**config.mk**
```make
export PLATFORM = sky130hd
export DESIGN_NAME = host_port
export DESIGN_NICKNAME = d
export VERILOG_FILES = /design/src/gfx_pkg.sv /design/src/host_port.sv
export VERILOG_INCLUDE_DIRS = /design/src
export SDC_FILE = /design/constraint.sdc
export NUM_CORES = 1
export LEC_CHECK = 0
export BUFFER_PORTS_ARGS = -buffer_cell sky130_fd_sc_hd__buf_2
export CORE_MARGIN = 1
export CORE_UTILIZATION = 40
export CTS_CLUSTER_DIAMETER = 200
export DETAILED_ROUTE_END_ITERATION = 16
export PLACE_DENSITY = 0.83
export SYNTH_ARGS = -nofsm -noshare
export SYNTH_HDL_FRONTEND = slang
export SYNTH_SLANG_ARGS = --single-unit
```
**constraint.sdc**
```tcl
create_clock -name clk -period 1.8 [get_ports clk]
set_input_delay 0.09 -clock clk [delete_from_list [all_inputs] [get_ports clk]]
set_output_delay 0.09 -clock clk [all_outputs]
set_load 0.005 [all_outputs]
```
**src/vram_defs.svh**
```systemverilog
`ifndef VRAM_DEFS_SVH
`define VRAM_DEFS_SVH

// memory word and nibble mask
`define VRAM_DATA_W 16
`define VRAM_MASK_W 4

// 4k words keeps simulation small
`define VRAM_ADDR_W 12
`define VRAM_DEPTH  4096

// scanline fetch pacing
`define VGEN_SLOT   4
`define LINE_WORDS  16

`endif

```
**src/gfx_pkg.sv**
```systemverilog
package gfx_pkg;

    // host register port command
    typedef enum logic {
        OP_READ  = 1'b0,
        OP_WRITE = 1'b1
    } host_op_e;

    // fill engine sequencing
    typedef enum logic [1:0] {
        FILL_IDLE = 2'd0,
        FILL_RUN  = 2'd1,
        FILL_DONE = 2'd2
    } fill_state_e;

endpackage

```
**src/host_port.sv**
```systemverilog
`timescale 1ns/1ps
`include "vram_defs.svh"

module host_port (
    input  logic                    clk,
    input  logic                    rst_n_i,
    // command side
    input  logic                    cmd_valid_i,
    input  gfx_pkg::host_op_e       cmd_op_i,
    input  logic [`VRAM_ADDR_W-1:0] cmd_addr_i,
    input  logic [`VRAM_DATA_W-1:0] cmd_data_i,
    input  logic [`VRAM_MASK_W-1:0] cmd_mask_i,
    output logic                    busy_o,
    output logic                    rd_valid_o,
    output logic [`VRAM_DATA_W-1:0] rd_data_o,
    // arbiter side
    output logic                    host_sel_o,
    output logic                    host_wr_o,
    output logic [`VRAM_MASK_W-1:0] host_wr_mask_o,
    output logic [`VRAM_ADDR_W-1:0] host_addr_o,
    output logic [`VRAM_DATA_W-1:0] host_data_o,
    input  logic                    host_ack_i,
    input  logic [`VRAM_DATA_W-1:0] vram_data_i
);

    import gfx_pkg::*;

    logic                    busy_q;
    host_op_e                op_q;
    logic [`VRAM_ADDR_W-1:0] addr_q;
    logic [`VRAM_DATA_W-1:0] data_q;
    logic [`VRAM_MASK_W-1:0] mask_q;
    logic                    accept;

    // strobes arriving while busy are lost
    assign accept = cmd_valid_i && !busy_q;

    // request stays up through the ack cycle, the arbiter masks it there
    assign busy_o         = busy_q;
    assign host_sel_o     = busy_q;
    assign host_wr_o      = (op_q == OP_WRITE);
    assign host_wr_mask_o = mask_q;
    assign host_addr_o    = addr_q;
    assign host_data_o    = data_q;

    always_ff @(posedge clk) begin
        if (!rst_n_i) begin
            busy_q     <= 1'b0;
            rd_valid_o <= 1'b0;
        end else begin
            rd_valid_o <= host_ack_i && (op_q == OP_READ);
            if (accept) begin
                busy_q <= 1'b1;
            end else if (host_ack_i) begin
                busy_q <= 1'b0;
            end
        end
    end

    always_ff @(posedge clk) begin
        if (accept) begin
            op_q   <= cmd_op_i;
            addr_q <= cmd_addr_i;
            data_q <= cmd_data_i;
            mask_q <= cmd_mask_i;
        end
        // memory word is valid alongside the ack
        if (host_ack_i && op_q == OP_READ) begin
            rd_data_o <= vram_data_i;
        end
    end

endmodule

```
* Word level (Yosys, flattened, before mapping)
Index checks and enable logic that the tools add are counted.
** Storage, ports and cells
- Register bits :: 51
- Bits of input ports :: 53
- Output and inout port bits :: 52
- Logic and storage cells :: 14
** Operators by class
- Mux-type cells :: 2
- Bitwise gates (word level) :: 1
- Reduce and logical (&&, ||, !) cells :: 4
** Operator list (number)
- logical AND 1 bit :: 2
- two-way mux 1 bit :: 2
- nonzero test 2 bit :: 1
- logical NOT 1 bit :: 1
- inverter 1 bit :: 1

* Depth between registers and ports, before layout
- Depth after elaboration :: 3
- Mapped depth :: 2
- Mapped depth without buffers :: 2

* Worst setup path before layout
No wires, ideal clock.
- Kind :: flip-flop to flip-flop
- From :: register busy_q, in the netlist busy_o
- To :: register addr_q[0], in the netlist host_addr_o[0], enable pin
- Library setup time :: 398 ps
- Data arrival time :: 1249 ps
- Data required time :: 1402 ps
- Slack :: 154 ps
- Cell stages (with the launch flop) :: 2
- Buffers on the path :: 0
- Period minus slack after synthesis :: 1646 ps
- Cells stage by stage :: dfxtp_1 -> nor2b_2
** Between the ends
- Word-level cells in the longest chain between the ends :: 2
** RTL lines
- start: declaration :: line host_port.sv:28 : logic busy_q;
- start signal: assignment :: line host_port.sv:48 : busy_q <= 1'b0;
- start signal: assignment :: line host_port.sv:53 : busy_q <= 1'b1;
- start signal: assignment :: line host_port.sv:55 : busy_q <= 1'b0;
- logical NOT 1 bit :: line host_port.sv:36 : assign accept = cmd_valid_i && !busy_q;
- logical AND 1 bit :: line host_port.sv:36
- via accept :: line host_port.sv:33 : logic accept;
- end signal: assignment :: line host_port.sv:63 : addr_q <= cmd_addr_i;
- end: declaration :: line host_port.sv:30 : logic [`VRAM_ADDR_W-1:0] addr_q;
The timed path passes the listed nets, and every way through them passes these cells.
A chain may end at the register's enable or synchronous reset.

* Worst setup path after layout
- From :: register op_q, in the netlist host_wr_o
- To :: register rd_data_o[2], enable pin
** Between the ends
- Word-level cells in the longest chain between the ends :: 2
** RTL lines
- start: declaration :: line host_port.sv:29 : host_op_e op_q;
- start signal: assignment :: line host_port.sv:62 : op_q <= cmd_op_i;
- inverter 1 bit :: line host_port.sv:68 : if (host_ack_i && op_q == OP_READ) begin
- logical AND 1 bit :: line host_port.sv:68
- end signal: assignment :: line host_port.sv:69 : rd_data_o <= vram_data_i;
- end: declaration :: line host_port.sv:15 : output logic [`VRAM_DATA_W-1:0] rd_data_o,
Every way passes these cells.

==> metrics.cfg <==
[outcome]
status = completed

[placed_design]
dp.cells = 209
place_congestion = 0.7200
port_buffers = 104

[power]
power_leakage_nw = 1.165
p_per_area_nw_per_um2 = 835.7
ir_drop_mv = 0.6985

[critical_path]
cp-end-kind = register
cp.arrival_ns = 1.13
path_cells = nor2b_4
crit_required_ns = 1.75
critPathMaxFanout = 17
crit_buf_inv = 0
crit_path_top_delay_cell = edfxtp_1
max_stage_delay_ns = 0.43
path_class = register to register
crit_family = flip-flops
worst_setup_path_start_kind = register

[global_routing]
grt_overflow_total = 0
grtUsageTotal_pct = 21.06
grt_pass1_vias = 1225
grt_first_pass_wirelength_um = 6134
antenna_found_initial = 0
grt_max_degree = 35

[synth]
synthArstFlopShare_pct = 0
synth_top_area_cell = edfxtp_1
synthTopCellsByArea = edfxtp_1, dfxtp_1, nor2b_4, nor2b_2, buf_4
synth_warnings = 0
synth_most_common_cell = edfxtp_1
synthFlopType = edfxtp_1
netlist_top_cells_count = edfxtp_1, dfxtp_1
synthDistinctLibCells = 8
syn-cell-area_um2 = 1561
syn_nets = 110
postSynthCellCount = 57
syn_avg_cell_area_um2 = 27.39
ys_ff_latch = 51
synth-edff-count = 49
synth_top_area_share_pct = 94.23
seq_area_frac_synth_pct = 96.79

[die]
ios = 105
initial_utilization_pct = 42.02
die-area_um2 = 4158
core_um2 = 3716
die_h_um = 64.48
placement_rows = 22
dieWidth_um = 64.48

[timing]
hold_viol = 0
totalNegativeSetupSlack_ns = 0
rsz0062_at_grt = no
relSlewSlack_pct = 71.81
final_max_slew_viol_count = 0
final.setup_skew_ns = 0.01403
min_period_ns = 1.180
timing.final.crit_share_pct = 65.57
fmax_mhz = 847.2
setup_viol = 0
worst_pin_slew_ns = 0.4219

[clock_network]
clock-sinks = 51
clk_pin_slew_ns = 0.09
cts_tree = yes
clockRootBuffer = clkbuf_8
cts_setup_buffers = 0
worstSkewPairLatency_ns = 0.30
clk_path_buf_depth = 2
cts.htree.levels = 2
cts_buffers = 5

[layout]
final_cells = 266
final_nets = 270
n_antenna_cell = 0
synthToLayoutAreaGrowth_pct = 74.04
layout-drive-gt1-share_pct = 52.29

[drt]
met3_length_um = 431
wirelength_um = 4117
drt_iter0_markers = 52
routedWlPerCell_um = 15.48
drc_errors = 0
vias_per_cell = 4.350
dr_total_vias = 1157
dr.max_layer_used = met4
postRouteAntennaNets = 0
drt-pass1-iter-count = 4
wl_met2_um = 2076
wirelength_met1_um = 1585

[hold_path]
hold_path.class = input port to register

[flow_run]
drv_cap = 0

## final cells by class
cell class	instances	area [um^2]
sequential	51	1511
timing repair buffer	154	1018
multi-input combinational	5	42.54
clock buffer	6	72.57
clock inverter	2	12.51
tap	48	60.06
fill	236	998.5
## power breakdown
part / internal (mW) / switching [mW]
combinational: 0.154 / 0.0981
clock: 0.272 / 0.348
sequential: 1.38 / 0.0211
total: 1.80 / 0.467
## cell families (layout without fill, tap and decap cells)
kind of cell | after synthesis | in the layout | synth area share, %
flops | 51 | 51 | 96.79
simple gates | 4 | 4 | 2.244
compound gates | 1 | 1 | 0.4809
buf+inv | 1 | 162 | 0.4809
## layer usage
layer,vias up,GRT usage [%]
li1,539,-
met1,528,24.79
met2,86,35.79
met3,4,8.803
met4,0,5.000
met5,-,0
## cells in the final DEF, fill, tap and decap left out, types with 2 or more instances in the layout
cell / synthesis / layout
buf_2: 0 / 104
clkbuf_8: 0 / 5
dfxtp_1: 2 / 2
dlygate4sd3_1: 0 / 49
edfxtp_1: 49 / 49
## sequential cells by signal, indices dropped and copies added (netlist names)
name,count
busy_o,1
host_addr_o,12
host_data_o,16
host_wr_mask_o,4
host_wr_o,1
rd_data_o,16
rd_valid_o,1
## final timing paths
path / cells past startpoint / slack (ns) / to / from
worst max-delay path: 1 / 0.62 / rd_data_o[2]$_DFFE_PP_ / host_wr_o$_DFFE_PP_
worst min-delay path: 2 / 0.02 / rd_valid_o$_SDFF_PN0_ / rst_n_i
worst max register to register: 1 / 0.62 / rd_data_o[2]$_DFFE_PP_ / host_wr_o$_DFFE_PP_
worst min register to register: 2 / 0.68 / busy_o$_SDFFE_PN0P_ / busy_o$_SDFFE_PN0P_
## per-stage QoR
stage / setup WS, ns / total power [mW] / hold slack (ns) / area (um^2) / util, %
2_1_floorplan: 0.1535 / 1.461 / 0.1889 / 1562 / -
3_3_place_gp: 0.6638 / 1.576 / 0.2673 / 2142 / 57.64
3_5_place_dp: 0.6327 / 1.586 / 0.2681 / 2142 / 57.64
4_1_cts: 0.6218 / 2.268 / 0.01271 / 2718 / 73.13
5_1_grt: 0.5358 / 2.362 / 0.02747 / 2718 / 73.13
6_report: 0.6197 / 2.271 / 0.01818 / 2718 / 73.13
## repair_timing
action	CTS	global route
resized for setup	0	0
hold buffers	49	0
endpoints found under the hold margin	49	0
Power figures use the tool's default switching activity.
