**src/vram_defs.svh**
```systemverilog
`ifndef VRAM_DEFS_SVH
`define VRAM_DEFS_SVH

// memory word and nibble mask
`define VRAM_DATA_W 16
`define VRAM_MASK_W 4

// 4k words keeps simulation small
`define VRAM_ADDR_W 12
`define VRAM_DEPTH  4096

// scanline fetch pacing
`define VGEN_SLOT   4
`define LINE_WORDS  16

`endif

```
**src/video_fetch.sv**
```systemverilog
`timescale 1ns/1ps
`include "vram_defs.svh"

module video_fetch (
    input  logic                    clk,
    input  logic                    rst_n_i,
    input  logic                    line_start_i,
    input  logic [`VRAM_ADDR_W-1:0] line_base_i,
    output logic                    vgen_sel_o,
    output logic [`VRAM_ADDR_W-1:0] vgen_addr_o,
    input  logic [`VRAM_DATA_W-1:0] vram_data_i,
    output logic                    pixel_valid_o,
    output logic [`VRAM_DATA_W-1:0] pixel_word_o
);

    localparam int SLOT_W = $clog2(`VGEN_SLOT);
    localparam int WORD_W = $clog2(`LINE_WORDS);
    localparam logic [SLOT_W-1:0] LAST_SLOT = SLOT_W'(`VGEN_SLOT - 1);
    localparam logic [WORD_W-1:0] LAST_WORD = WORD_W'(`LINE_WORDS - 1);

    logic                    active_q;
    logic [SLOT_W-1:0]       slot_q;
    logic [WORD_W-1:0]       word_q;
    logic [`VRAM_ADDR_W-1:0] addr_q;
    logic                    rd_pend_q;

    // read on slot zero, data back next cycle, pixel the cycle after
    assign vgen_sel_o  = active_q && (slot_q == '0);
    assign vgen_addr_o = addr_q;

    always_ff @(posedge clk) begin
        if (!rst_n_i) begin
            active_q      <= 1'b0;
            slot_q        <= '0;
            word_q        <= '0;
            rd_pend_q     <= 1'b0;
            pixel_valid_o <= 1'b0;
        end else begin
            // a new line drops any word still in flight
            rd_pend_q     <= vgen_sel_o && !line_start_i;
            pixel_valid_o <= rd_pend_q && !line_start_i;
            if (line_start_i) begin
                active_q <= 1'b1;
                slot_q   <= '0;
                word_q   <= '0;
            end else if (active_q) begin
                slot_q <= (slot_q == LAST_SLOT) ? '0 : slot_q + 1'b1;
                if (vgen_sel_o) begin
                    word_q <= word_q + 1'b1;
                    if (word_q == LAST_WORD) begin
                        active_q <= 1'b0;
                    end
                end
            end
        end
    end

    always_ff @(posedge clk) begin
        if (line_start_i) begin
            addr_q <= line_base_i;
        end else if (vgen_sel_o) begin
            addr_q <= addr_q + 1'b1;
        end
        if (rd_pend_q) begin
            pixel_word_o <= vram_data_i;
        end
    end

endmodule

```
**config.mk**
```make
export PLATFORM = sky130hd
export DESIGN_NAME = video_fetch
export DESIGN_NICKNAME = d
export VERILOG_FILES = /design/src/video_fetch.sv
export VERILOG_INCLUDE_DIRS = /design/src
export SDC_FILE = /design/constraint.sdc
export NUM_CORES = 1
export LEC_CHECK = 0
export ABC_CLOCK_PERIOD_IN_PS = 4600
export BUFFER_PORTS_ARGS = -buffer_cell sky130_fd_sc_hd__buf_2
export CORE_ASPECT_RATIO = 0.5
export CORE_MARGIN = 5
export CORE_UTILIZATION = 51
export CTS_CLUSTER_SIZE = 30
export DETAILED_ROUTE_END_ITERATION = 8
export PLACE_DENSITY = 0.81
export SLEW_MARGIN = 10
export SYNTH_ARGS = -nofsm -noshare
export SYNTH_HDL_FRONTEND = slang
export SYNTH_SLANG_ARGS = --single-unit
```
**constraint.sdc**
```tcl
create_clock -name clk -period 4.6 [get_ports clk]
set_input_delay 1.15 -clock clk [delete_from_list [all_inputs] [get_ports clk]]
set_output_delay 1.15 -clock clk [all_outputs]
set_load 0.02 [all_outputs]
```
== After elaboration in Yosys (flattened, before gate mapping) ==
Cells that the tools add are included.
Storage, ports and cells
  bits in registers: 37
  output and inout port bits: 30
Operators by class
  add/subtract/negate cells: 3
  equality and inequality tests: 2
  muxes and demuxes: 7
  bitwise logic cells: 1
  reduce and logical (&&, ||, !) cells: 8
Operator list (count)
  $mux W12: 2
  $add A12 B1 Y12 const B: 1
  $add A4 B1 Y4 const B: 1
  $eq A4 B4 Y1 const B: 1
  $mux W1: 4
  $logic_and A1 B1 Y1: 3
  $add A2 B1 Y2 const B: 1
  $eq A2 B2 Y1 const B: 1
  $logic_not A2 Y1: 1
  $mux W2: 1
  $reduce_and A2 Y1: 1
  $reduce_bool A2 Y1: 1
  $reduce_or A2 Y1: 1
  $logic_not A1 Y1: 1
  $not A1 Y1: 1

== Depth between registers and ports, before layout ==
  word-level depth: 5
  gate-level depth with buffers: 5
  depth with buffers taken out: 5

== Worst setup path after synthesis ==
No wires, ideal clock.
  path type: input to register
  start: input line_start_i
  end: register addr_q[0], in the netlist vgen_addr_o[0], enable pin
  library setup time: 0.350 ns
  data arrival time: 2.005 ns
  data required time: 4.250 ns
  setup slack: 2.245 ns
  stages: 4
  path buffers: 2
  path through: clkbuf_1 -> inv_1 -> clkbuf_1 -> nand2_1
Between the ends
  word-level cells in the longest chain between the ends: 1
Ends and longest elaborated chain
  start: declaration: line video_fetch.sv:7  | input logic line_start_i,
  $reduce_bool A2 Y1 (no line)
  end signal: assignment: line video_fetch.sv:60  | addr_q <= line_base_i;
  end signal: assignment: line video_fetch.sv:62  | addr_q <= addr_q + 1'b1;
  end: declaration: line video_fetch.sv:24  | logic [`VRAM_ADDR_W-1:0] addr_q;
Every way passes these cells.
A chain may end at the register's enable or synchronous reset.

== Worst setup path after layout ==
  start: register slot_q[0]
  end: output vgen_sel_o
Between the ends
  word-level cells in the longest chain between the ends: 2
Ends and longest elaborated chain
  start: declaration: line video_fetch.sv:22  | logic [SLOT_W-1:0] slot_q;
  start signal: assignment: line video_fetch.sv:47  | slot_q <= (slot_q == LAST_SLOT) ? '0 : slot_q + 1'b1;
  $logic_not A2 Y1: line video_fetch.sv:28  | assign vgen_sel_o = active_q && (slot_q == '0);
  $logic_and A1 B1 Y1: line video_fetch.sv:28
  end: declaration: line video_fetch.sv:9  | output logic vgen_sel_o,
Every way passes these cells.

==> metrics.txt <==
status completed; FF+latch count, synth 37; total power 0.7872 mW; Die ar. 4303 sq um; path depth of the worst reg2reg path 4; Die Ht 48.96 um; post-synth top area share 0.5432; crit-path max cell delay 0.37 ns; H-tree levels 2; reg-to-reg setup timing slack 2.93 ns; Vias per Instance 5.316; Finished Cell Area 2007 sq um; Final Cycle Share 0.5469; Synth area leaders edfxtp_1 (54%), dfxtp_1 (12%), ha_1 (3.2%), nand2_1 (3.2%), nand3_1 (2.6%); setup violators final 0; Tightest Pin Transition 0.6672 ns; worst-path fanout max 7; hold_sp word_q[1]; Final min period 2.516 ns; most common cell in the synthesized netlist edfxtp_1; Max VDD drop 0.2019 mV; Syn Nets 158; layout cell share with drive strength beyond 1 0.3936; Worst-Skew Late Latency 0.29 ns; Crit. Startpoint slot_q[0]; # Post-CTS Setup Buffers 0; HPWL Detailed 2.473 mm; sequential area share after synthesis 0.6597; Post-synth EDFFs 28; Levels on crit path 5; Starting Density 0.5228; DR pass1 iterations 4; Core Area 2960 sq um; antenna fix cells 0; critical path launch point type register; max_slew headroom 0.5546; Setup crit end kind output pin; post-synth cell types 31; nets 222; CTS Hold Buffers Added 0; Final Wtd Congestion 0.7909; worst r2r dst vgen_addr_o[8]; initial antenna violation count 0; crit path buf inv count 3; cts bufs inserted 5; main flop type after synthesis edfxtp_1; Die Wd 87.91 um; kind of critical path register to output pin; CP most frequent cell inv_1; Resize count post-CTS 0; antenna-violating nets left 0; WL/cell 14.49 um; Slowest-stage cell, CP dfxtp_1; Arr. time, crit path 1.37 ns; delay-heaviest family, CP flip-flops; Final TNS setup 0 ns; RSZ-0062 raised after global routing false; critical path, cell by cell inv_1, ha_1, nand2_1, inv_1, buf_2; vias in the first global route 1,151; synthesized cell area 1548 sq um; P per Cell Area 392.2 nW/um^2; root buf cell clkbuf_8; CTS clk-pin slew, worst paths 0.07 ns; GRT Resource Usage Total 0.1627; pin count of the biggest net entering global routing 20; Yosys top cell by area edfxtp_1; average cell area after synthesis 12.58 sq um; global-route wire length before repair 5.306 mm; Post-synth ARST share 0; HP Class register to register; WL final 3.304 mm; Synth Warn # 0; Commonest cells post-synth edfxtp_1 (28), nand2_1 (13), dfxtp_1 (9), nor2_1 (9), nand3_1 (8); GRT overflow 0; Longest Clk Path Bufs 2; Slew Viols, Final 0; Critical Path Sink vgen_sel_o; Std-Cell Rows 14; CP required 3.45 ns; RR Startpoint vgen_addr_o[0]; IO Port Bufs 60; Area Overhead vs Synth 29.67%; initial DRC count 85; placed inst area 1887 sq um; clock skew 0.006050 ns; DRC Markers 0; CTS tree yes; FMAX 397.5 MHz; Cells after Synth 123; Post-Layout Cell Count 228; final hold viol count 0; Leak 0.8297 nW; total number of vias 1,212; Finished Core Util 0.6779; clock sinks 37; cell count after placement 220; Max Cap Viol 0; io pins 61
-- through the flow --
step,hold WS [ns],setup WS (ns)
2_1_floorplan,0.4536,2.245
3_3_place_gp,0.4655,2.109
3_5_place_dp,0.4856,2.062
4_1_cts,0.4967,2.081
5_1_grt,0.5285,1.984
6_report,0.4952,2.084
-- layer usage --
layer	GRT usage	vias to the layer above	routed length, um	share of wire
met5	0	-	0	0
met3	0.05228	7	311	0.094
met1	0.1938	567	1383	0.42
met4	0.06888	0	53	0.016
met2	0.2700	48	1557	0.47
li1	-	590	-	-
-- cells by family (layout without fill, tap and decap cells) --
group	Yosys count	after routing	share of synthesized area
AO/OA/AOI/OAI	21	21	0.09054
XOR/XNOR	5	5	0.02830
adder cells (fa/ha/maj)	4	4	0.03234
buffers and inverters	10	75	0.02425
flip-flops	37	37	0.6597
multiplexers	2	2	0.01374
AND/OR/NAND/NOR	44	44	0.1512
-- worst register-to-register path: cells and delay by family, from the launching register on --
family                   cells  cell delay [ns]
flip-flops                   1             0.43
AO/OA/AOI/OAI                2             0.59
adder cells (fa/ha/maj)      1             0.23
AND/OR/NAND/NOR              1             0.18
-- flip-flops by register name, summed over array words and instances (netlist names) --
signal	flops
pixel_word_o	16
vgen_addr_o	12
word_q	4
slot_q	2
active_q	1
pixel_valid_o	1
rd_pend_q	1
-- worst min-delay path by stage --
stage / slack, ns / end / cells past startpoint
2_1_floorplan: 0.45 / word_q[1] / 2
3_3_place_gp: 0.47 / word_q[1] / 2
3_5_place_dp: 0.49 / word_q[1] / 2
4_1_cts: 0.50 / word_q[1] / 2
5_1_grt: 0.53 / word_q[1] / 2
6_report: 0.50 / word_q[1] / 2
-- cells in the final DEF (no fill, tap or decap) --
master      synthesis  routed
a31oi_1             3       3
or4_2               2       2
mux2_2              1       1
xnor2_1             2       2
buf_2               0      60
or4_1               4       4
nand3_2             2       2
o21a_1              1       1
a21oi_1             3       3
inv_1               7       7
nand2_1            13      13
or3_1               1       1
nand4_1             1       1
o31ai_1             3       3
a41oi_1             1       1
clkbuf_8            0       6
ha_1                4       4
bufinv_16           0       1
clkinvlp_4          0       1
mux2i_1             1       1
nor2_1              9       9
nor3b_1             1       1
dfxtp_1             9       9
nand3_1             8       8
o21ai_0             5       5
and3_1              1       1
a221o_1             1       1
o311a_1             1       1
edfxtp_1           28      28
nor3_1              1       1
nand4_2             1       1
xor2_1              3       3
o211ai_1            3       3
-- layout make-up --
type	count	area, sq um
fill	236	953.4
tap	40	50.05
sequential	37	1021
timing repair buffer	60	300.3
clock inverter	2	37.54
multi-input combinational	76	489.2
inverter	7	26.28
clock buffer	6	82.58
-- power by group --
| group | internal (mW) | switching (mW) | leakage [nW] | total [mW] |
|---|---|---|---|---|
| sequential | 0.382 | 0.0211 | 0.340 | 0.403 |
| combinational | 0.0368 | 0.0558 | 0.432 | 0.0925 |
| clock | 0.176 | 0.115 | 0.0574 | 0.291 |
(Power assumes the default switching activity.)
