## src/vram_defs.svh

```systemverilog
`ifndef VRAM_DEFS_SVH
`define VRAM_DEFS_SVH

// memory word and nibble mask
`define VRAM_DATA_W 16
`define VRAM_MASK_W 4

// 4k words keeps simulation small
`define VRAM_ADDR_W 12
`define VRAM_DEPTH  4096

// scanline fetch pacing
`define VGEN_SLOT   4
`define LINE_WORDS  16

`endif

```

## src/gfx_pkg.sv

```systemverilog
package gfx_pkg;

    // host register port command
    typedef enum logic {
        OP_READ  = 1'b0,
        OP_WRITE = 1'b1
    } host_op_e;

    // fill engine sequencing
    typedef enum logic [1:0] {
        FILL_IDLE = 2'd0,
        FILL_RUN  = 2'd1,
        FILL_DONE = 2'd2
    } fill_state_e;

endpackage

```

## src/fill_engine.sv

```systemverilog
`timescale 1ns/1ps
`include "vram_defs.svh"

module fill_engine (
    input  logic                    clk,
    input  logic                    rst_n_i,
    // command and status
    input  logic                    fill_start_i,
    input  logic [`VRAM_ADDR_W-1:0] fill_base_i,
    input  logic [`VRAM_ADDR_W:0]   fill_count_i,
    input  logic [`VRAM_DATA_W-1:0] fill_value_i,
    input  logic [`VRAM_MASK_W-1:0] fill_mask_i,
    output logic                    fill_busy_o,
    output logic                    fill_done_o,
    // arbiter side, writes only
    output logic                    fill_sel_o,
    output logic [`VRAM_MASK_W-1:0] fill_wr_mask_o,
    output logic [`VRAM_ADDR_W-1:0] fill_addr_o,
    output logic [`VRAM_DATA_W-1:0] fill_data_o,
    input  logic                    fill_ack_i
);

    import gfx_pkg::*;

    localparam int CNT_W = `VRAM_ADDR_W + 1;
    localparam logic [CNT_W-1:0] LAST_ONE = CNT_W'(1);

    fill_state_e             state_q;
    logic [`VRAM_ADDR_W-1:0] addr_q;
    logic [CNT_W-1:0]        remain_q;
    logic [`VRAM_DATA_W-1:0] value_q;
    logic [`VRAM_MASK_W-1:0] mask_q;
    logic                    launch;

    assign launch = (state_q == FILL_IDLE) && fill_start_i;

    assign fill_busy_o    = (state_q == FILL_RUN);
    assign fill_done_o    = (state_q == FILL_DONE);
    assign fill_sel_o     = (state_q == FILL_RUN);
    assign fill_wr_mask_o = mask_q;
    assign fill_addr_o    = addr_q;
    assign fill_data_o    = value_q;

    always_ff @(posedge clk) begin
        if (!rst_n_i) begin
            state_q <= FILL_IDLE;
        end else begin
            case (state_q)
                FILL_IDLE: begin
                    if (fill_start_i) begin
                        // empty run reports done at once
                        state_q <= (fill_count_i == '0) ? FILL_DONE : FILL_RUN;
                    end
                end
                FILL_RUN: begin
                    if (fill_ack_i && remain_q == LAST_ONE) begin
                        state_q <= FILL_DONE;
                    end
                end
                FILL_DONE: begin
                    state_q <= FILL_IDLE;
                end
                default: begin
                    state_q <= FILL_IDLE;
                end
            endcase
        end
    end

    // step to the next word once the current write is acked
    always_ff @(posedge clk) begin
        if (launch) begin
            addr_q   <= fill_base_i;
            remain_q <= fill_count_i;
            value_q  <= fill_value_i;
            mask_q   <= fill_mask_i;
        end else if (state_q == FILL_RUN && fill_ack_i) begin
            addr_q   <= addr_q + 1'b1;
            remain_q <= remain_q - 1'b1;
        end
    end

endmodule

```

## config.mk

```make
export PLATFORM = sky130hd
export DESIGN_NAME = fill_engine
export DESIGN_NICKNAME = d
export VERILOG_FILES = /design/src/gfx_pkg.sv /design/src/fill_engine.sv
export VERILOG_INCLUDE_DIRS = /design/src
export SDC_FILE = /design/constraint.sdc
export NUM_CORES = 1
export LEC_CHECK = 0
export BUFFER_PORTS_ARGS = -buffer_cell sky130_fd_sc_hd__clkbuf_2
export CELL_PAD_IN_SITES_DETAIL_PLACEMENT = 1
export CELL_PAD_IN_SITES_GLOBAL_PLACEMENT = 1
export CORE_MARGIN = 3
export CORE_UTILIZATION = 35
export CTS_CLUSTER_DIAMETER = 120
export CTS_CLUSTER_SIZE = 8
export DETAILED_ROUTE_END_ITERATION = 10
export MAX_ROUTING_LAYER = met4
export PLACE_DENSITY = 0.87
export SLEW_MARGIN = 5
export SYNTH_ARGS = -nofsm -noshare
export SYNTH_HDL_FRONTEND = slang
export SYNTH_SLANG_ARGS = --single-unit
```

## constraint.sdc

```tcl
create_clock -name clk -period 3.2 [get_ports clk]
set_clock_uncertainty 0.2 [all_clocks]
set_input_delay 0.48 -clock clk [delete_from_list [all_inputs] [get_ports clk]]
set_output_delay 0.48 -clock clk [all_outputs]
set_load 0.01 [all_outputs]
```

## Yosys cells after proc, flatten, opt, wreduce, memory -nomap -nowiden

Index checks and enable logic that the tools add are counted.
Widths: inputs -> output; s select.

- Bits in registers: 47
- Input port bits: 49
- Output and inout bits: 35
- Word-level logic and storage cells: 27

- Add/subtract/negate cells: 2
- Equal/unequal tests: 5
- Multiplexer cells: 8
- Reduce and logical (&&, ||, !) cells: 7

Operators with widths:

| operator | number |
|---|---|
| $mux 13 | 2 |
| $mux 12 | 2 |
| $eq 13x1->1 const B | 1 |
| $logic_not 13->1 | 1 |
| $sub 13x1->13 const B | 1 |
| $add 12x1->12 const B | 1 |
| $mux 2 | 3 |
| $pmux 2 s2 | 1 |
| $logic_and 1x1->1 | 3 |
| $eq 2x1->1 const B | 1 |
| $eq 2x2->1 const B | 1 |
| $logic_not 2->1 | 1 |
| $ne 2x1->1 const B | 1 |
| $ne 2x2->1 const B | 1 |
| $reduce_and 2->1 | 1 |
| $reduce_bool 2->1 | 1 |

## Longest topological paths before layout

Gate-level depths: netlist of run 1.

- Depth after elaboration: 4
- Mapped depth: 5
- Mapped depth without buffers: 5

## Worst setup path before layout of run 1

Ideal clock, no wire load.

- Path type: input to register
- From: input port fill_start_i
- To: register addr_q[0] (netlist: fill_addr_o[0]), enable pin
- Data arrival time: 2221 ps
- Path slack: 398 ps
- Stages: 4
- Buffers on the path: 1
- Path through: inv_1 > nor3_1 > clkbuf_1 > a21o_1

- Word-level cells in the longest chain between the ends: 2

RTL lines:

| element | line | text |
|---|---|---|
| start: declaration | fill_engine.sv:8 | `input logic fill_start_i,` |
| $logic_and 1x1->1 | fill_engine.sv:35 | `assign launch = (state_q == FILL_IDLE) && fill_start_i;` |
| named net launch | fill_engine.sv:33 | `logic launch;` |
| $reduce_bool 2->1 (no line) | n/a |  |
| end signal: assignment | fill_engine.sv:73 | `addr_q <= fill_base_i;` |
| end signal: assignment | fill_engine.sv:78 | `addr_q <= addr_q + 1'b1;` |
| end: declaration | fill_engine.sv:29 | `` logic [`VRAM_ADDR_W-1:0] addr_q; `` |

The timed path passes the listed nets, and every way through them passes these cells.
A chain may end at the register's enable or synchronous reset.

## Worst setup path after layout of run 1

- From: register remain_q[5]
- To: register remain_q[9] (data pin)

- Word-level cells in the longest chain between the ends: 3

RTL lines:

| element | line | text |
|---|---|---|
| start: declaration | fill_engine.sv:30 | `logic [CNT_W-1:0] remain_q;` |
| start signal: assignment | fill_engine.sv:74 | `remain_q <= fill_count_i;` |
| start signal: assignment | fill_engine.sv:79 | `remain_q <= remain_q - 1'b1;` |
| $sub 13x1->13 | fill_engine.sv:79 |  |
| $mux 13 | fill_engine.sv:77 | `end else if (state_q == FILL_RUN && fill_ack_i) begin` |
| $mux 13 | fill_engine.sv:72 | `if (launch) begin` |

No other way between the ends. The select of a mux whose other input is x is not followed.

==> results.yml, run 1 <==
synthesis:
  synth_edf_count: 45
  netlist_instances: 180
  synth_fp_nets: 232
  ys_ff_latch: 47
  ys_warn_count: 0
  ys.flop_type: "edfxtp_1"
  syn_avg_cell_area_um2: 12.1
  yosysTopAreaCell: "edfxtp_1"
  synth_cell_types: 30
  async_reset_ff_frac: 0
  synth.top_cells.by_area: "edfxtp_1, xnor2_1, nand2_1, o21ai_1, xor2_1"
  synth_area_um2: 2180
  seq_area_frac_synth: 0.638
  synth_top_area_frac: 0.619
cts:
  clk_pin_slew_ns: 0.08
  cts_tree: "yes"
  cts_made_buffers: 5
  cts_setup_buffers: 0
  holdBufCountCts: 0
  htree_levels: 2
  clock-sinks: 47
  clk_latency_ns: 0.29
  cts_resized: 0
  clock_path_buffers: 2
  root_buffer: "clkbuf_8"
min_path:
  min_path_type: "input pin to flop"
  hold_path_end: "fill_data_o[12]$_DFFE_PP_"
  hold_depth: 1
  hold_start: "fill_value_i[12]"
global_routing:
  grt_pass1_vias: 1765
  antenna_found_initial: 1
  grt_pass1_wl_um: 8190
  grt_max_degree: 37
  gr-total-overflow: 0
  grt.total_usage: 0.147
routing:
  drtAntennaViolNets: 0
  wl_per_cell_um: 14.9
  route.detailed.drc: 0
  vias: 1677
  drtIter0Drc: 48
  vias_per_cell: 4.88
  wirelength_um: 5140
  first_pass_iters: 4
worst_setup_path:
  rr_worst_depth: 4
  worst_ep_arrival_time_ns: 1.77
  worstPathRequired_ns: 3.04
  r2r_start: "remain_q[5]$_DFFE_PP_"
  rr_endpoint: "remain_q[9]$_DFFE_PP_"
  critPathKind: "flop to flop"
  cp-startpoint: "remain_q[5]$_DFFE_PP_"
  end_kind: "flop"
  critPathLaunchType: "flop"
  path_max_fanout: 5
  r2r_slack_ns: 1.27
timing:
  relSlewSlack: 0.684
  worstMarginPinSlew_ns: 0.473
  rsz0062_at_grt: "no"
  fin_hold_ws_ns: 0.167
  timing.final.crit_period_ns: 1.93
  drv_slew: 0
  setup_violations: 0
  tns_ns: 0
  finalCritPeriodShare: 0.602
  hold_viol_final: 0
  max_freq_mhz: 519
finish:
  final_area_um2: 2780
  fin_nets: 319
  drive_above_1_share: 0.373
  layout.cells.non_filler: 344
  syn2layout_area_growth_pct: 27.2
pwr:
  power.leakage_nw: 1.10
  power_density_nw_per_um2: 532
  ir_drop_v: 0.000227
  power_w: 0.00148
placed_design:
  placed_area_um2: 2690
  gp_congestion: 0.721
  hpwl_um: 4040
  io_buffers: 83
  dp.cells: 335
job:
  max_cap_viol_count: 0
die:
  die_h_um: 85.0
  die_w_um: 85.0
  ios: 84
  coreArea_um2: 5990
  dieArea_um2: 7220
  num_rows: 28
  start_util: 0.364
outcome:
  status: "completed"
-- report_power, final --
group	switching [W]	leakage, nW	internal (W)
Clock	0.000178	0.0422	0.000153
Sequential	0.0000664	0.451	0.000778
Combinational	0.000171	0.603	0.000129
Total	0.000415	1.10	0.00106
-- final cells by class --
| class | instances | area [µm²] |
|---|---|---|
| diodes | 1 | 2.50 |
| flip-flops and latches | 47 | 1390 |
| inverters | 5 | 18.8 |
| well taps | 75 | 93.8 |
| fillers | 679 | 3220 |
| clock buffers | 7 | 76.3 |
| repair buffers | 86 | 438 |
| clock inverters | 1 | 5.00 |
| multi-input cells | 122 | 749 |
-- registers in the layout, summed over array words and instances, names as in the netlist --
signal and count:
fill_addr_o 12, fill_data_o 16, state_q 2, fill_wr_mask_o 4, remain_q 13
-- critical path, stage by stage (launching register included) --
cell,delay [ns]
edfxtp_1,0.48
or4_4,0.56
nor3_2,0.19
xnor2_1,0.18
o21ai_2,0.07
-- logic make-up after synthesis --
kind of cell / Yosys count / share of synthesized area
buffers and inverters: 11 / 0.0212
multiplexers: 3 / 0.0155
adder cells (fa/ha/maj): 3 / 0.0172
AND/OR/NAND/NOR: 69 / 0.161
AO/OA/AOI/OAI: 27 / 0.0671
flip-flops: 47 / 0.638
XOR/XNOR: 20 / 0.0803
-- per-layer routing --
layer / GRT usage / up-vias / wire length, µm
met5: - / - / 0
met4: 0.0475 / 0 / 22
met3: 0.0320 / 2 / 279
met2: 0.266 / 55 / 2870
met1: 0.160 / 792 / 1970
li1: - / 828 / -
-- cell usage in the layout, fill, tap and decap left out, drive strengths merged --
cell	Yosys	layout
nand4b	1	1
or4	2	2
a21oi	1	1
xnor2	13	13
o21bai	1	1
mux2	3	3
nor2b	2	2
nor4	6	6
ha	3	3
edfxtp	45	45
nor3	7	7
o21ai	23	23
nor2	10	10
a21o	1	1
xor2	7	7
diode	0	1
nand2	29	29
nand4	5	5
clkbuf	4	90
nand3	6	6
and4b	1	1
buf	2	3
inv	5	5
clkinv	0	1
a21boi	1	1
dfxtp	2	2
-- per-stage QoR --
stage	setup WS, ns	util
global route	1.16	0.463
finish	1.27	0.463
CTS	1.26	0.463
global placement	1.12	0.449
detailed placement	1.06	0.449
floorplan	0.398	-
-- worst max-delay path by stage --
stage,slack [ns],cells past startpoint,endpoint
finish,1.27,4,remain_q[9]$_DFFE_PP_
detailed placement,1.06,6,fill_addr_o[3]$_DFFE_PP_
global placement,1.12,6,fill_addr_o[4]$_DFFE_PP_
CTS,1.26,4,fill_addr_o[8]$_DFFE_PP_
global route,1.16,4,remain_q[11]$_DFFE_PP_
floorplan,0.40,4,fill_addr_o[0]$_DFFE_PP_
-- cell usage after synthesis, drive strengths merged, types with 2 or more instances --
library cell	instances
inv	5
nor4	6
buf	2
nor2	10
dfxtp	2
nor2b	2
ha	3
edfxtp	45
nor3	7
o21ai	23
or4	2
nand2	29
xnor2	13
mux2	3
nand4	5
clkbuf	4
xor2	7
nand3	6
Note: power is estimated with default switching activity, not from simulation.
==> run 2: changes to the inputs <==
clock period = 2 ns   (was 3.2 ns; I/O delays follow)
==> run 2 against run 1 <==
Effect of this change:
- combinational power increased by 84%
- largest cell class unchanged
- critical path depth is the same
- critical endpoint is now remain_q[11]$_DFFE_PP_
- register-to-register slack lost 1.2 ns
==> results.yml, run 2 (synthesis gave the netlist of run 1 again) <==
pwr:
  power_density_nw_per_um2: 822
  p_int_w: 0.00175
  power.leakage_nw: 1.22
  p_sw_frac: 0.301
  pwr-share-seq: 0.538
  power_w: 0.00251
  power_switching_w: 0.000755
  power_frac_comb: 0.220
  ir_drop_v: 0.000343
  clockPowerShare: 0.242
die:
  die_w_um: 85.0
  num_rows: 28
  start_util: 0.364
  ios: 84
  dieArea_um2: 7220
  die_h_um: 85.0
  coreArea_um2: 5990
worst_setup_path:
  cp_cell_sequence: "nor4_1 > nand4_1 > xnor2_1 > mux2_2"
  end_kind: "flop"
  critPathKind: "flop to flop"
  critPathLaunchType: "flop"
  cpPeakStageDelay_ns: 0.49
  path_delay_family: "simple AND/OR/NAND/NOR gates"
  worstPathRequired_ns: 1.88
  r2r_slack_ns: 0.1
  path_max_fanout: 5
  crit_buf_inv: 0
  cp_slowest_cell: "edfxtp_1"
  worst_ep_arrival_time_ns: 1.78
placed_design:
  io_buffers: 83
  placed_area_um2: 2760
  hpwl_um: 4320
  gp_congestion: 0.819
finish:
  fin_nets: 346
  largest_reg_flops: 16
  diodes: 0
  final_cell_mix: "clkbuf_2, edfxtp_1, nand2_1"
  drive_above_1_share: 0.373
  syn2layout_area_growth_pct: 39.9
  fin_util: 0.509
  fillerInstances: 686
  final_area_um2: 3050
  final_common_cell: "clkbuf_2"
routing:
  wirelength_um: 5730
  drtAntennaViolNets: 0
  drtIter0Drc: 66
  wl_per_cell_um: 15.5
  vias_per_cell: 4.92
  vias: 1820
  route.detailed.drc: 0
  first_pass_iters: 4
timing:
  rsz0062_at_grt: "yes"
  fin_hold_ws_ns: 0.0267
  timing.final.crit_period_ns: 1.90
  hold_viol_final: 0
  finalCritPeriodShare: 0.951
  relSlewSlack: 0.697
  setup_violations: 0
  drv_slew: 0
  worstMarginPinSlew_ns: 0.450
  max_freq_mhz: 526
cts:
  clk_latency_ns: 0.31
  htree_levels: 2
  root_buffer: "clkbuf_8"
  cts_made_buffers: 5
  clock-sinks: 47
  cts_tree: "yes"
  clock_path_buffers: 2
  cts_setup_buffers: 0
  clk_pin_slew_ns: 0.10
global_routing:
  grt_pass1_vias: 1959
  grt.total_usage: 0.168
  antenna_found_initial: 0
  grt_pass1_wl_um: 9330
  grt_max_degree: 33
  gr-total-overflow: 0
job:
  max_cap_viol_count: 0
outcome:
  status: "completed"
min_path:
  min_path_type: "input pin to flop"
-- run 2: cell count changes in the layout (fill, tap and decap cells not counted), sizes merged --
cell	delta
buf	+7
clkbuf	-2
clkinv	+1
clkinvlp	+1
diode	-1
dlygate4sd3	+20
-- run 2: final timing paths --
| kind | startpoint | cells after the start | to |
|---|---|---|---|
| worst max-delay path | remain_q[5]$_DFFE_PP_ | 4 | remain_q[11]$_DFFE_PP_ |
| worst min-delay path | rst_n_i | 2 | state_q[0]$_SDFFE_PN0P_ |
| worst max register to register | remain_q[5]$_DFFE_PP_ | 4 | remain_q[11]$_DFFE_PP_ |
| worst min register to register | state_q[1]$_SDFFE_PN0P_ | 1 | state_q[1]$_SDFFE_PN0P_ |
-- run 2: worst register-to-register path: cells and delay by family, from the launching register on --
family,cells,cell delay [ns]
simple gates,2,0.57
mux,1,0.25
xor+xnor,1,0.15
flops,1,0.49
-- run 2: area by class of cell --
type / count / area [µm²] / area share
flip-flops and latches: 47 / 1390 / 0.456
multi-input cells: 122 / 751 / 0.246
repair buffers: 113 / 703 / 0.230
well taps: 75 / 93.8 / 0.0308
clock buffers: 5 / 68.8 / 0.0226
clock inverters: 3 / 25.0 / 0.00820
inverters: 5 / 18.8 / 0.00615
-- run 2: routing by layer --
metal	track usage	part of all wire
met5	-	0
met4	0.0388	0.010
met3	0.0417	0.060
met2	0.287	0.49
met1	0.200	0.44
-- run 2: stage by stage --
stage | std cells | TNS (ns) | setup slack [ns]
6_report | 370 | 0 | 0.0976
5_1_grt | 370 | -0.0173 | -0.0104
4_1_cts | 370 | 0 | 0.0937
3_5_place_dp | 342 | 0 | 0.122
3_3_place_gp | 342 | 0 | 0.165
2_1_floorplan | 180 | 0 | 0.00472
-- run 2: timing repair --
action | 4_1_cts | 5_1_grt
setup endpoints to repair | 0 | 2
hold buffers | 20 | 0
endpoints found under the hold margin | 20 | 0
resized for setup | 0 | 0
-- run 2: power by group through the flow --
stage	Combinational [W]	Sequential (W)	Clock [W]
floorplan	0.000259	0.00139	0
finish	0.000551	0.00135	0.000607
global placement	0.000501	0.00136	0
global route	0.000616	0.00137	0.000666
CTS	0.000560	0.00135	0.000625
detailed placement	0.000522	0.00137	0
